[src/design/ooo_pkg.sv]
`default_nettype none

package ooo_pkg;

    localparam int xlen          = 32;
    localparam int num_arch_regs = 32;
    localparam int rob_depth     = 8;
    localparam int mul_steps     = 4;
    localparam int mul_bits      = xlen / mul_steps;  // multiplier bits per step

    // rv32 major opcodes and funct7 markers
    localparam logic [6:0] opc_op     = 7'b0110011;
    localparam logic [6:0] opc_op_imm = 7'b0010011;
    localparam logic [6:0] funct7_mul = 7'b0000001;
    localparam logic [6:0] funct7_alt = 7'b0100000;

    typedef logic [$clog2(num_arch_regs)-1:0] areg_t;
    typedef logic [$clog2(rob_depth)-1:0]     tag_t;      // rob index
    typedef logic [$clog2(rob_depth):0]       rob_cnt_t;
    typedef logic [$clog2(mul_steps)-1:0]     mstep_t;

    typedef enum logic [2:0] {
        op_add,
        op_sub,
        op_and,
        op_or,
        op_xor,
        op_slt,
        op_mul
    } op_e;

    typedef struct packed {
        logic            ready;
        tag_t            tag;    // producer when not ready
        logic [xlen-1:0] value;
    } operand_t;

    typedef struct packed {
        op_e            op;
        tag_t           dest;
        operand_t [1:0] src;
    } issue_t;

    typedef struct packed {
        logic            valid;
        tag_t            tag;
        logic [xlen-1:0] value;
    } cdb_t;

    typedef struct packed {
        logic            valid;
        areg_t           rd;
        logic [xlen-1:0] value;
    } commit_t;

    // fill a waiting operand from whichever bus carries its tag
    function automatic operand_t snoop_operand(operand_t opnd, cdb_t bus_a, cdb_t bus_b);
        operand_t res;
        res = opnd;
        if (!opnd.ready && bus_a.valid && bus_a.tag == opnd.tag) begin
            res.ready = 1'b1;
            res.value = bus_a.value;
        end else if (!opnd.ready && bus_b.valid && bus_b.tag == opnd.tag) begin
            res.ready = 1'b1;
            res.value = bus_b.value;
        end
        return res;
    endfunction

endpackage

`default_nettype wire

[src/design/alu_station.sv]
`timescale 1ns/1ps
`default_nettype none

module alu_station import ooo_pkg::*; (
    input  logic   clk,
    input  logic   rst_n,
    input  logic   dispatch,
    input  issue_t issue,
    input  cdb_t   alu_cdb_in,
    input  cdb_t   mul_cdb,
    output logic   busy,
    output cdb_t   alu_cdb
);

    issue_t          ent;
    logic            fire;
    logic [xlen-1:0] a;
    logic [xlen-1:0] b;
    logic [xlen-1:0] result;

    assign a    = ent.src[0].value;
    assign b    = ent.src[1].value;
    assign fire = busy && ent.src[0].ready && ent.src[1].ready;

    always_comb begin
        case (ent.op)
            op_sub:  result = a - b;
            op_and:  result = a & b;
            op_or:   result = a | b;
            op_xor:  result = a ^ b;
            op_slt:  result = {{(xlen-1){1'b0}}, $signed(a) < $signed(b)};
            default: result = a + b;
        endcase
    end

    always_ff @(posedge clk) begin
        if (!rst_n) begin
            busy          <= 1'b0;
            alu_cdb.valid <= 1'b0;
        end else begin
            alu_cdb.valid <= 1'b0;
            if (dispatch) begin
                busy <= 1'b1;
                ent  <= issue;
            end else if (fire) begin
                busy    <= 1'b0;  // frees with the broadcast
                alu_cdb <= '{valid: 1'b1, tag: ent.dest, value: result};
            end else if (busy) begin
                ent.src[0] <= snoop_operand(ent.src[0], alu_cdb_in, mul_cdb);
                ent.src[1] <= snoop_operand(ent.src[1], alu_cdb_in, mul_cdb);
            end
        end
    end

endmodule

`default_nettype wire

[src/design/arch_regfile.sv]
`timescale 1ns/1ps
`default_nettype none

module arch_regfile import ooo_pkg::*; (
    input  logic                 clk,
    input  logic                 rst_n,
    input  commit_t              commit,
    input  areg_t [1:0]          rs_addr,
    output logic [1:0][xlen-1:0] rdata
);

    logic [xlen-1:0] regs [num_arch_regs];

    always_ff @(posedge clk) begin
        if (!rst_n) begin
            for (int i = 0; i < num_arch_regs; i++) begin
                regs[i] <= '0;
            end
        end else if (commit.valid && commit.rd != '0) begin  // x0 stays zero
            regs[commit.rd] <= commit.value;
        end
    end

    always_comb begin
        rdata[0] = regs[rs_addr[0]];
        rdata[1] = regs[rs_addr[1]];
    end

endmodule

`default_nettype wire

[src/design/dispatch_control.sv]
`timescale 1ns/1ps
`default_nettype none

module dispatch_control import ooo_pkg::*; (
    input  logic                  clk,
    input  logic                  rst_n,
    input  logic                  inst_valid,
    input  logic [31:0]           inst,
    input  logic                  rob_full,
    input  tag_t                  rob_tail,
    input  operand_t [1:0]        rob_ready_val,
    input  logic [1:0][xlen-1:0]  rf_rdata,
    input  logic                  alu_busy,
    input  logic                  mul_busy,
    input  cdb_t                  alu_cdb,
    input  cdb_t                  mul_cdb,
    input  commit_t               commit,
    input  tag_t                  commit_tag,
    output logic                  stall,
    output logic                  alloc,
    output areg_t                 alloc_rd,
    output areg_t [1:0]           rs_addr,
    output tag_t [1:0]            lookup_tag,
    output issue_t                issue,
    output logic                  alu_dispatch,
    output logic                  mul_dispatch
);

    logic [6:0]      opcode;
    logic [6:0]      funct7;
    logic [2:0]      funct3;
    logic [xlen-1:0] imm;
    op_e             dec_op;
    logic            supported;
    operand_t [1:0]  src;

    logic [num_arch_regs-1:0] rat_valid;          // set = renamed to rat_tag
    tag_t                     rat_tag [num_arch_regs];

    assign opcode   = inst[6:0];
    assign funct3   = inst[14:12];
    assign funct7   = inst[31:25];
    assign imm      = {{20{inst[31]}}, inst[31:20]};
    assign alloc_rd = inst[11:7];

    always_comb begin
        dec_op    = op_add;
        supported = 1'b0;
        if (opcode == opc_op) begin
            supported = 1'b1;
            case ({funct7, funct3})
                {7'h00, 3'b000}:      dec_op = op_add;
                {funct7_alt, 3'b000}: dec_op = op_sub;
                {7'h00, 3'b111}:      dec_op = op_and;
                {7'h00, 3'b110}:      dec_op = op_or;
                {7'h00, 3'b100}:      dec_op = op_xor;
                {7'h00, 3'b010}:      dec_op = op_slt;
                {funct7_mul, 3'b000}: dec_op = op_mul;
                default:              supported = 1'b0;
            endcase
        end else if (opcode == opc_op_imm && funct3 == 3'b000) begin
            supported = 1'b1;  // addi
        end
    end

    // unsupported words fall through without stalling
    assign stall = inst_valid && supported &&
                   (rob_full || (dec_op == op_mul ? mul_busy : alu_busy));
    assign alloc        = inst_valid && supported && !stall;
    assign alu_dispatch = alloc && dec_op != op_mul;
    assign mul_dispatch = alloc && dec_op == op_mul;

    always_comb begin
        rs_addr[0]    = inst[19:15];
        rs_addr[1]    = inst[24:20];
        lookup_tag[0] = rat_tag[inst[19:15]];
        lookup_tag[1] = rat_tag[inst[24:20]];
    end

    // operands come from the regfile, a finished rob entry or a broadcast this edge
    always_comb begin
        for (int i = 0; i < 2; i++) begin
            src[i].tag = lookup_tag[i];
            if (!rat_valid[rs_addr[i]]) begin
                src[i].ready = 1'b1;
                src[i].value = rf_rdata[i];
            end else begin
                src[i].ready = rob_ready_val[i].ready;
                src[i].value = rob_ready_val[i].value;
                src[i]       = snoop_operand(src[i], alu_cdb, mul_cdb);
            end
        end
        if (opcode == opc_op_imm) begin
            src[1] = '{ready: 1'b1, tag: '0, value: imm};
        end
    end

    assign issue = '{op: dec_op, dest: rob_tail, src: src};

    always_ff @(posedge clk) begin
        if (!rst_n) begin
            rat_valid <= '0;
        end else begin
            if (commit.valid && rat_valid[commit.rd] && rat_tag[commit.rd] == commit_tag) begin
                rat_valid[commit.rd] <= 1'b0;
            end
            // a new writer wins over a retiring one
            if (alloc && alloc_rd != '0) begin
                rat_valid[alloc_rd] <= 1'b1;
                rat_tag[alloc_rd]   <= rob_tail;
            end
        end
    end

endmodule

`default_nettype wire

[src/design/mul_station.sv]
`timescale 1ns/1ps
`default_nettype none

module mul_station import ooo_pkg::*; (
    input  logic   clk,
    input  logic   rst_n,
    input  logic   dispatch,
    input  issue_t issue,
    input  cdb_t   alu_cdb,
    input  cdb_t   mul_cdb_in,
    output logic   busy,
    output cdb_t   mul_cdb
);

    issue_t          ent;
    logic            running;
    logic            start;
    mstep_t          step;
    logic [xlen-1:0] acc;
    logic [xlen-1:0] mcand;
    logic [xlen-1:0] mplier;
    logic [xlen-1:0] cur_acc;
    logic [xlen-1:0] cur_mcand;
    logic [xlen-1:0] cur_mplier;
    logic [xlen-1:0] next_acc;

    assign start = busy && !running && ent.src[0].ready && ent.src[1].ready;

    // first step runs straight off the entry operands
    always_comb begin
        if (running) begin
            cur_acc    = acc;
            cur_mcand  = mcand;
            cur_mplier = mplier;
        end else begin
            cur_acc    = '0;
            cur_mcand  = ent.src[0].value;
            cur_mplier = ent.src[1].value;
        end
        next_acc = cur_acc + cur_mcand * {{(xlen-mul_bits){1'b0}}, cur_mplier[mul_bits-1:0]};
    end

    always_ff @(posedge clk) begin
        if (!rst_n) begin
            busy          <= 1'b0;
            running       <= 1'b0;
            step          <= '0;
            mul_cdb.valid <= 1'b0;
        end else begin
            mul_cdb.valid <= 1'b0;
            if (dispatch) begin
                busy <= 1'b1;
                ent  <= issue;
            end else if (start || running) begin
                acc    <= next_acc;
                mcand  <= cur_mcand << mul_bits;
                mplier <= cur_mplier >> mul_bits;
                if (start) begin
                    running <= 1'b1;
                    step    <= mstep_t'(1);
                end else if (step == mstep_t'(mul_steps - 1)) begin
                    running <= 1'b0;
                    busy    <= 1'b0;
                    mul_cdb <= '{valid: 1'b1, tag: ent.dest, value: next_acc};  // low word only
                end else begin
                    step <= step + 1'b1;
                end
            end else if (busy) begin
                ent.src[0] <= snoop_operand(ent.src[0], alu_cdb, mul_cdb_in);
                ent.src[1] <= snoop_operand(ent.src[1], alu_cdb, mul_cdb_in);
            end
        end
    end

endmodule

`default_nettype wire

[src/design/ooo_core.sv]
`timescale 1ns/1ps
`default_nettype none

module ooo_core import ooo_pkg::*; (
    input  logic        clk,
    input  logic        rst_n,
    input  logic        inst_valid,
    input  logic [31:0] inst,
    output logic        stall,
    output commit_t     commit
);

    logic                 alloc;
    logic                 rob_full;
    logic                 alu_dispatch;
    logic                 mul_dispatch;
    logic                 alu_busy;
    logic                 mul_busy;
    areg_t                alloc_rd;
    areg_t [1:0]          rs_addr;
    tag_t                 rob_tail;
    tag_t                 commit_tag;
    tag_t [1:0]           lookup_tag;
    operand_t [1:0]       lookup;
    logic [1:0][xlen-1:0] rf_rdata;
    issue_t               issue;
    cdb_t                 alu_cdb;
    cdb_t                 mul_cdb;

    dispatch_control u_dispatch_control (
        .clk, .rst_n, .inst_valid, .inst,
        .rob_full, .rob_tail,
        .rob_ready_val (lookup),
        .rf_rdata, .alu_busy, .mul_busy,
        .alu_cdb, .mul_cdb, .commit, .commit_tag,
        .stall, .alloc, .alloc_rd, .rs_addr, .lookup_tag,
        .issue, .alu_dispatch, .mul_dispatch
    );

    reorder_buffer u_reorder_buffer (
        .clk, .rst_n, .alloc, .alloc_rd, .lookup_tag,
        .alu_cdb, .mul_cdb,
        .rob_full, .rob_tail, .lookup, .commit, .commit_tag
    );

    arch_regfile u_arch_regfile (
        .clk, .rst_n, .commit, .rs_addr,
        .rdata (rf_rdata)
    );

    alu_station u_alu_station (
        .clk, .rst_n,
        .dispatch   (alu_dispatch),
        .issue,
        .alu_cdb_in (alu_cdb),
        .mul_cdb,
        .busy       (alu_busy),
        .alu_cdb
    );

    mul_station u_mul_station (
        .clk, .rst_n,
        .dispatch   (mul_dispatch),
        .issue,
        .alu_cdb,
        .mul_cdb_in (mul_cdb),
        .busy       (mul_busy),
        .mul_cdb
    );

endmodule

`default_nettype wire

[src/design/reorder_buffer.sv]
`timescale 1ns/1ps
`default_nettype none

module reorder_buffer import ooo_pkg::*; (
    input  logic           clk,
    input  logic           rst_n,
    input  logic           alloc,
    input  areg_t          alloc_rd,
    input  tag_t [1:0]     lookup_tag,
    input  cdb_t           alu_cdb,
    input  cdb_t           mul_cdb,
    output logic           rob_full,
    output tag_t           rob_tail,
    output operand_t [1:0] lookup,
    output commit_t        commit,
    output tag_t           commit_tag
);

    areg_t           rd_q  [rob_depth];
    logic [xlen-1:0] val_q [rob_depth];
    logic [rob_depth-1:0] done_q;
    tag_t            head;
    tag_t            tail;
    rob_cnt_t        count;
    logic            retire;

    assign retire   = count != '0 && done_q[head];
    assign rob_full = count == rob_cnt_t'(rob_depth);
    assign rob_tail = tail;

    // done bits stay set after retire so a just-committed tag still reads
    always_comb begin
        for (int i = 0; i < 2; i++) begin
            lookup[i].ready = done_q[lookup_tag[i]];
            lookup[i].tag   = lookup_tag[i];
            lookup[i].value = val_q[lookup_tag[i]];
        end
    end

    always_ff @(posedge clk) begin
        if (!rst_n) begin
            head         <= '0;
            tail         <= '0;
            count        <= '0;
            done_q       <= '0;
            commit.valid <= 1'b0;
        end else begin
            if (alloc) begin
                done_q[tail] <= 1'b0;
                tail         <= tail + 1'b1;
            end
            if (alu_cdb.valid) begin
                done_q[alu_cdb.tag] <= 1'b1;
            end
            if (mul_cdb.valid) begin
                done_q[mul_cdb.tag] <= 1'b1;
            end
            commit.valid <= retire;
            if (retire) begin
                commit.rd    <= rd_q[head];
                commit.value <= val_q[head];
                commit_tag   <= head;
                head         <= head + 1'b1;
            end
            case ({alloc, retire})
                2'b10:   count <= count + 1'b1;
                2'b01:   count <= count - 1'b1;
                default: count <= count;
            endcase
        end
    end

    always_ff @(posedge clk) begin
        if (alloc) begin
            rd_q[tail] <= alloc_rd;
        end
        if (alu_cdb.valid) begin
            val_q[alu_cdb.tag] <= alu_cdb.value;
        end
        if (mul_cdb.valid) begin
            val_q[mul_cdb.tag] <= mul_cdb.value;
        end
    end

endmodule

`default_nettype wire

[config.mk]
export PLATFORM = sky130hd
export DESIGN_NAME = ooo_core
export DESIGN_NICKNAME = d
export VERILOG_FILES = /design/src/design/ooo_pkg.sv /design/src/design/alu_station.sv /design/src/design/arch_regfile.sv /design/src/design/dispatch_control.sv /design/src/design/mul_station.sv /design/src/design/ooo_core.sv /design/src/design/reorder_buffer.sv
export SDC_FILE = /design/constraint.sdc
export NUM_CORES = 2
export LEC_CHECK = 0
export ABC_CLOCK_PERIOD_IN_PS = 14730
export BUFFER_PORTS_ARGS = -buffer_cell sky130_fd_sc_hd__buf_2
export CAP_MARGIN = 20
export CORE_MARGIN = 10
export CORE_UTILIZATION = 45
export CTS_BUF_LIST = sky130_fd_sc_hd__clkbuf_2 sky130_fd_sc_hd__clkbuf_4 sky130_fd_sc_hd__clkbuf_8
export DETAILED_ROUTE_END_ITERATION = 8
export SLEW_MARGIN = 20
export SYNTH_ARGS = -nofsm -noshare
export SYNTH_HDL_FRONTEND = slang
export SYNTH_SLANG_ARGS = --single-unit
[constraint.sdc]
create_clock -name clk -period 14.73 [get_ports clk]
set_input_delay 1.473 -clock clk [delete_from_list [all_inputs] [get_ports clk]]
set_output_delay 1.473 -clock clk [all_outputs]
set_load 0.01 [all_outputs]
==> summary by stage <==
Run status
The run finished with clean final reports.

Clock network
The CTS clock-pin slew for the worst setup and hold paths is around 60 ps. The number of clock buffers inserted by TritonCTS is 338. Post-CTS repair changed the size of 0 cells. The maximum level of the CTS H-tree is 5.

The clock insertion delay at the later pin of the skew report is between 1000 and 1500 ps. The tree is rooted in a sky130_fd_sc_hd__clkbuf_8. Once the clock tree was built, the setup fixing pass inserted 0 buffers. TritonCTS built the clock tree.

CTS saw approximately 1.8k sinks. The number of hold buffers added after CTS is 0. The deepest clock path buffer count is 4.

Timing
The count of final max-slew check failures is 0. Setup repair after global routing left no endpoint under its margin. Setup slack on the critical path of the routed design comes to between 6000 and 7000 ps. The tightest hold margin is 415 ps. Timing would allow up to 128 MHz. The clock period could shrink to 7830 ps. Summed over all failing endpoints, the final setup total negative slack is 0 ps. The pin slew with the least headroom to its limit is roughly 1200 ps.

The count of endpoints failing hold in the final timing report is 0. Setup violations remaining at the end of the flow were counted as 0. In this run the tightest slew margin relative to its limit is 0.209. The fraction of the cycle the final worst path needs is 0.531. The clock arrives with approximately 67 ps of skew.

Routing
After detailed routing, the average wire length per cell comes to between 30 and 40 um. The number of nets with antenna violations after detailed routing is 0. In the routed design, unresolved DRC markers number 0. The count of TritonRoute iterations in the first routing pass is 8. The average vias per placed instance is approximately 6.5. The number of DRC violations after detailed-routing iteration 0 is between 9k and 10k. The routed layout has ~76k vias. The wire length after detailed routing is around 390 mm.

Placed design
The HPWL after detailed placement is roughly 240 mm. Prior to clock tree synthesis, the placed netlist has a worst setup slack of 6890 ps. The total placed instance area is ~0.12 mm^2.

Once placement completed, the tool counted placed cells totaling 11.1k. The congestion estimate from routability-driven global placement came to a little over 0.9. Input and output buffers added on the ports amount to between 70 and 80.

Yosys
The count of state elements after synthesis is 1817. The most used flip-flop cell after synthesis is sky130_fd_sc_hd__edfxtp_1. The async set-or-reset flop fraction in the synthesized netlist is 0. The share of the Yosys chip area taken by registers is 0.485. The share of the synthesized area in the top cell type is 0.475. Counting distinct cell types in the post-synthesis netlist gives 84.

The Yosys step of the flow raised 0 warnings. The synthesized netlist occupies a cell area of 0.111 mm^2. The dominant cell type by area after synthesis is sky130_fd_sc_hd__edfxtp_1. After synthesis, the cell types taking the most area are sky130_fd_sc_hd__edfxtp_1 47%, sky130_fd_sc_hd__mux4_2 16%, sky130_fd_sc_hd__and2_1 5.9%. The cell count after synthesis came out at between 8k and 9k. The mean instance size in the synthesized netlist is between 10 and 15 um^2. The count of flip-flops with a built-in enable after synthesis is 1759.

Global route
Entering global routing, the biggest net connects approximately 120 pins. The via count of the first global-routing pass is 76.2k. The first global-routing pass estimated 557 mm of wire. Across every metal layer, demand over resource in global routing totals 0.288. The total overflow left after global routing is 0. The number of antenna violations at the first check in global routing is 18.

Power and ir drop
The internal power is ~0.0087 W. The proportion of power drawn by combinational gates is 0.079. The switching part of the total power is 0.244.

For this design the ratio of total power to cell area is ~95 mW/mm^2. The leakage power of the design is between 40 and 50 nW. The switching power total is between 0.002 and 0.003 W.

Of the total power, the clock network draws 0.422. The sequential fraction of design power is 0.499. The worst-case IR drop observed on VDD is ~0.000080 V.

Critical path
The worst endpoint required time is about 16000 ps. The maximum fanout count along the critical path is 50. The worst setup path category is reg -> reg.

The kind of launch point of the worst setup path is a register. The worst setup path is captured at a register. At the worst endpoint, the arrival time is roughly 8700 ps.

Floorplan
The number of cell rows is around 180. The region available for standard cell placement spans ~0.25 mm^2. The total I/O pin count is 74. The initial utilization of the core area, before any placement, comes to 0.452. The area of the die is 0.268 mm^2. The horizontal die dimension is 517 um.

The vertical die dimension is approximately 520 um.

Final layout
The most common library cell in the layout ignoring fill and taps is sky130_fd_sc_hd__edfxtp_1. In the layout the commonest cells are 1759 x sky130_fd_sc_hd__edfxtp_1, 1041 x sky130_fd_sc_hd__and2_1, 809 x sky130_fd_sc_hd__mux4_2. The area growth from synthesis to layout is 9.48%. With fillers left out, the area of the finished cells amounts to 0.122 mm^2. The post-route non-filler standard cell count is roughly 12k. The final layout contains approximately 8.6k nets. Of the cells placed in the final design, the portion with a size suffix greater than 1 is 0.262.

Job
The tool flagged a number of max-cap violations equal to 0.

Min path
The class of the worst hold path is reg -> reg.
-- final timing paths --
kind         slack (ps)             startpoint                        end  depth (start not counted)
max reg2reg        6900  u_mul_station.running  u_mul_station.mul_cdb[31]                         22
min reg2reg         420  u_alu_station.ent[72]  u_alu_station.alu_cdb[32]                          0
min                 420  u_alu_station.ent[72]  u_alu_station.alu_cdb[32]                          0
max                6900  u_mul_station.running  u_mul_station.mul_cdb[31]                         22
-- power by group through the flow --
stage               sequential [W]  combinational, W  clock, W
floorplan                  0.00587          0.000572         0
global placement           0.00587          0.000889         0
detailed placement         0.00588          0.000893         0
CTS                        0.00577          0.000894   0.00493
global route               0.00578          0.000933   0.00517
finish                     0.00578          0.000911   0.00488
-- flip-flops by register name, indices dropped and copies added, names as in the netlist, 32 cells and up --
name / count
u_reorder_buffer.commit: 38
u_reorder_buffer.val_q: 256
u_reorder_buffer.rd_q: 40
u_alu_station.a: 32
u_alu_station.b: 32
u_mul_station.ent: 75
u_dispatch_control.rat_tag: 96
u_mul_station.acc: 32
u_mul_station.mul_cdb: 36
u_alu_station.alu_cdb: 36
u_arch_regfile.regs: 1024
u_dispatch_control.rat_valid: 32
-- cells in the mapped netlist, types with 143 or more instances --
| library cell | count |
|---|---|
| sky130_fd_sc_hd__fa_1 | 189 |
| sky130_fd_sc_hd__inv_1 | 354 |
| sky130_fd_sc_hd__mux2_2 | 407 |
| sky130_fd_sc_hd__edfxtp_1 | 1759 |
| sky130_fd_sc_hd__o21ai_0 | 164 |
| sky130_fd_sc_hd__nand2_1 | 395 |
| sky130_fd_sc_hd__clkbuf_1 | 569 |
| sky130_fd_sc_hd__mux2i_1 | 458 |
| sky130_fd_sc_hd__a21oi_1 | 417 |
| sky130_fd_sc_hd__ha_1 | 143 |
| sky130_fd_sc_hd__and2_1 | 1043 |
| sky130_fd_sc_hd__nor2_1 | 420 |
| sky130_fd_sc_hd__mux4_2 | 809 |
-- critical path, cell delays in order (launching register included) --
cell                        delay, ps
sky130_fd_sc_hd__dfxtp_4          450
sky130_fd_sc_hd__buf_4            590
sky130_fd_sc_hd__buf_4            660
sky130_fd_sc_hd__mux2_2           650
sky130_fd_sc_hd__nand2_1          160
sky130_fd_sc_hd__fa_1             540
sky130_fd_sc_hd__inv_1             60
sky130_fd_sc_hd__fa_1             490
sky130_fd_sc_hd__fa_1             550
sky130_fd_sc_hd__inv_1             50
sky130_fd_sc_hd__fa_1             480
sky130_fd_sc_hd__inv_1             40
sky130_fd_sc_hd__ha_1             380
sky130_fd_sc_hd__o2111ai_1        130
sky130_fd_sc_hd__a21oi_1          210
sky130_fd_sc_hd__o311ai_0         190
sky130_fd_sc_hd__a311oi_1         630
sky130_fd_sc_hd__and4_1           380
sky130_fd_sc_hd__o211ai_1         200
sky130_fd_sc_hd__o211a_1          270
sky130_fd_sc_hd__o21bai_1         150
sky130_fd_sc_hd__a21oi_1          100
sky130_fd_sc_hd__xnor2_1          140
-- per-layer routing --
layer,vias to the layer above,GRT usage,part of all wire
met1,39300,0.366,0.37
met4,0,0.143,0.056
met2,4463,0.469,0.48
met5,-,0,0
li1,31200,-,-
met3,1002,0.0637,0.10
-- layout make-up --
| class | count | area [um^2] |
|---|---|---|
| well taps | 3220 | 4030 |
| inverters | 356 | 1340 |
| diodes | 12 | 30.0 |
| fillers | 21200 | 124000 |
| clock buffers | 454 | 5600 |
| multi-input cells | 5452 | 53800 |
| clock inverters | 124 | 832 |
| repair buffers | 289 | 2140 |
| flip-flops and latches | 1817 | 54000 |
-- cell families (layout without fill, tap and decap cells) --
logic type / Yosys count / in the layout / synth area share
simple gates: 2209 / 2209 / 0.106
flops: 1817 / 1817 / 0.485
compound gates: 1105 / 1105 / 0.0641
mux: 1677 / 1677 / 0.247
xor+xnor: 94 / 94 / 0.00740
other cells: 1 / 47 / 0.0000337
fa+ha+maj: 332 / 332 / 0.0501
buf+inv: 1130 / 1223 / 0.0405
-- per-stage QoR --
stage,total power (W),util
after CTS,0.0116,0.495
after floorplan,0.00644,-
final,0.0116,0.495
after detailed placement,0.00677,0.469
after global placement,0.00676,0.468
after global routing,0.0119,0.495
Power figures use the tool's default switching activity.
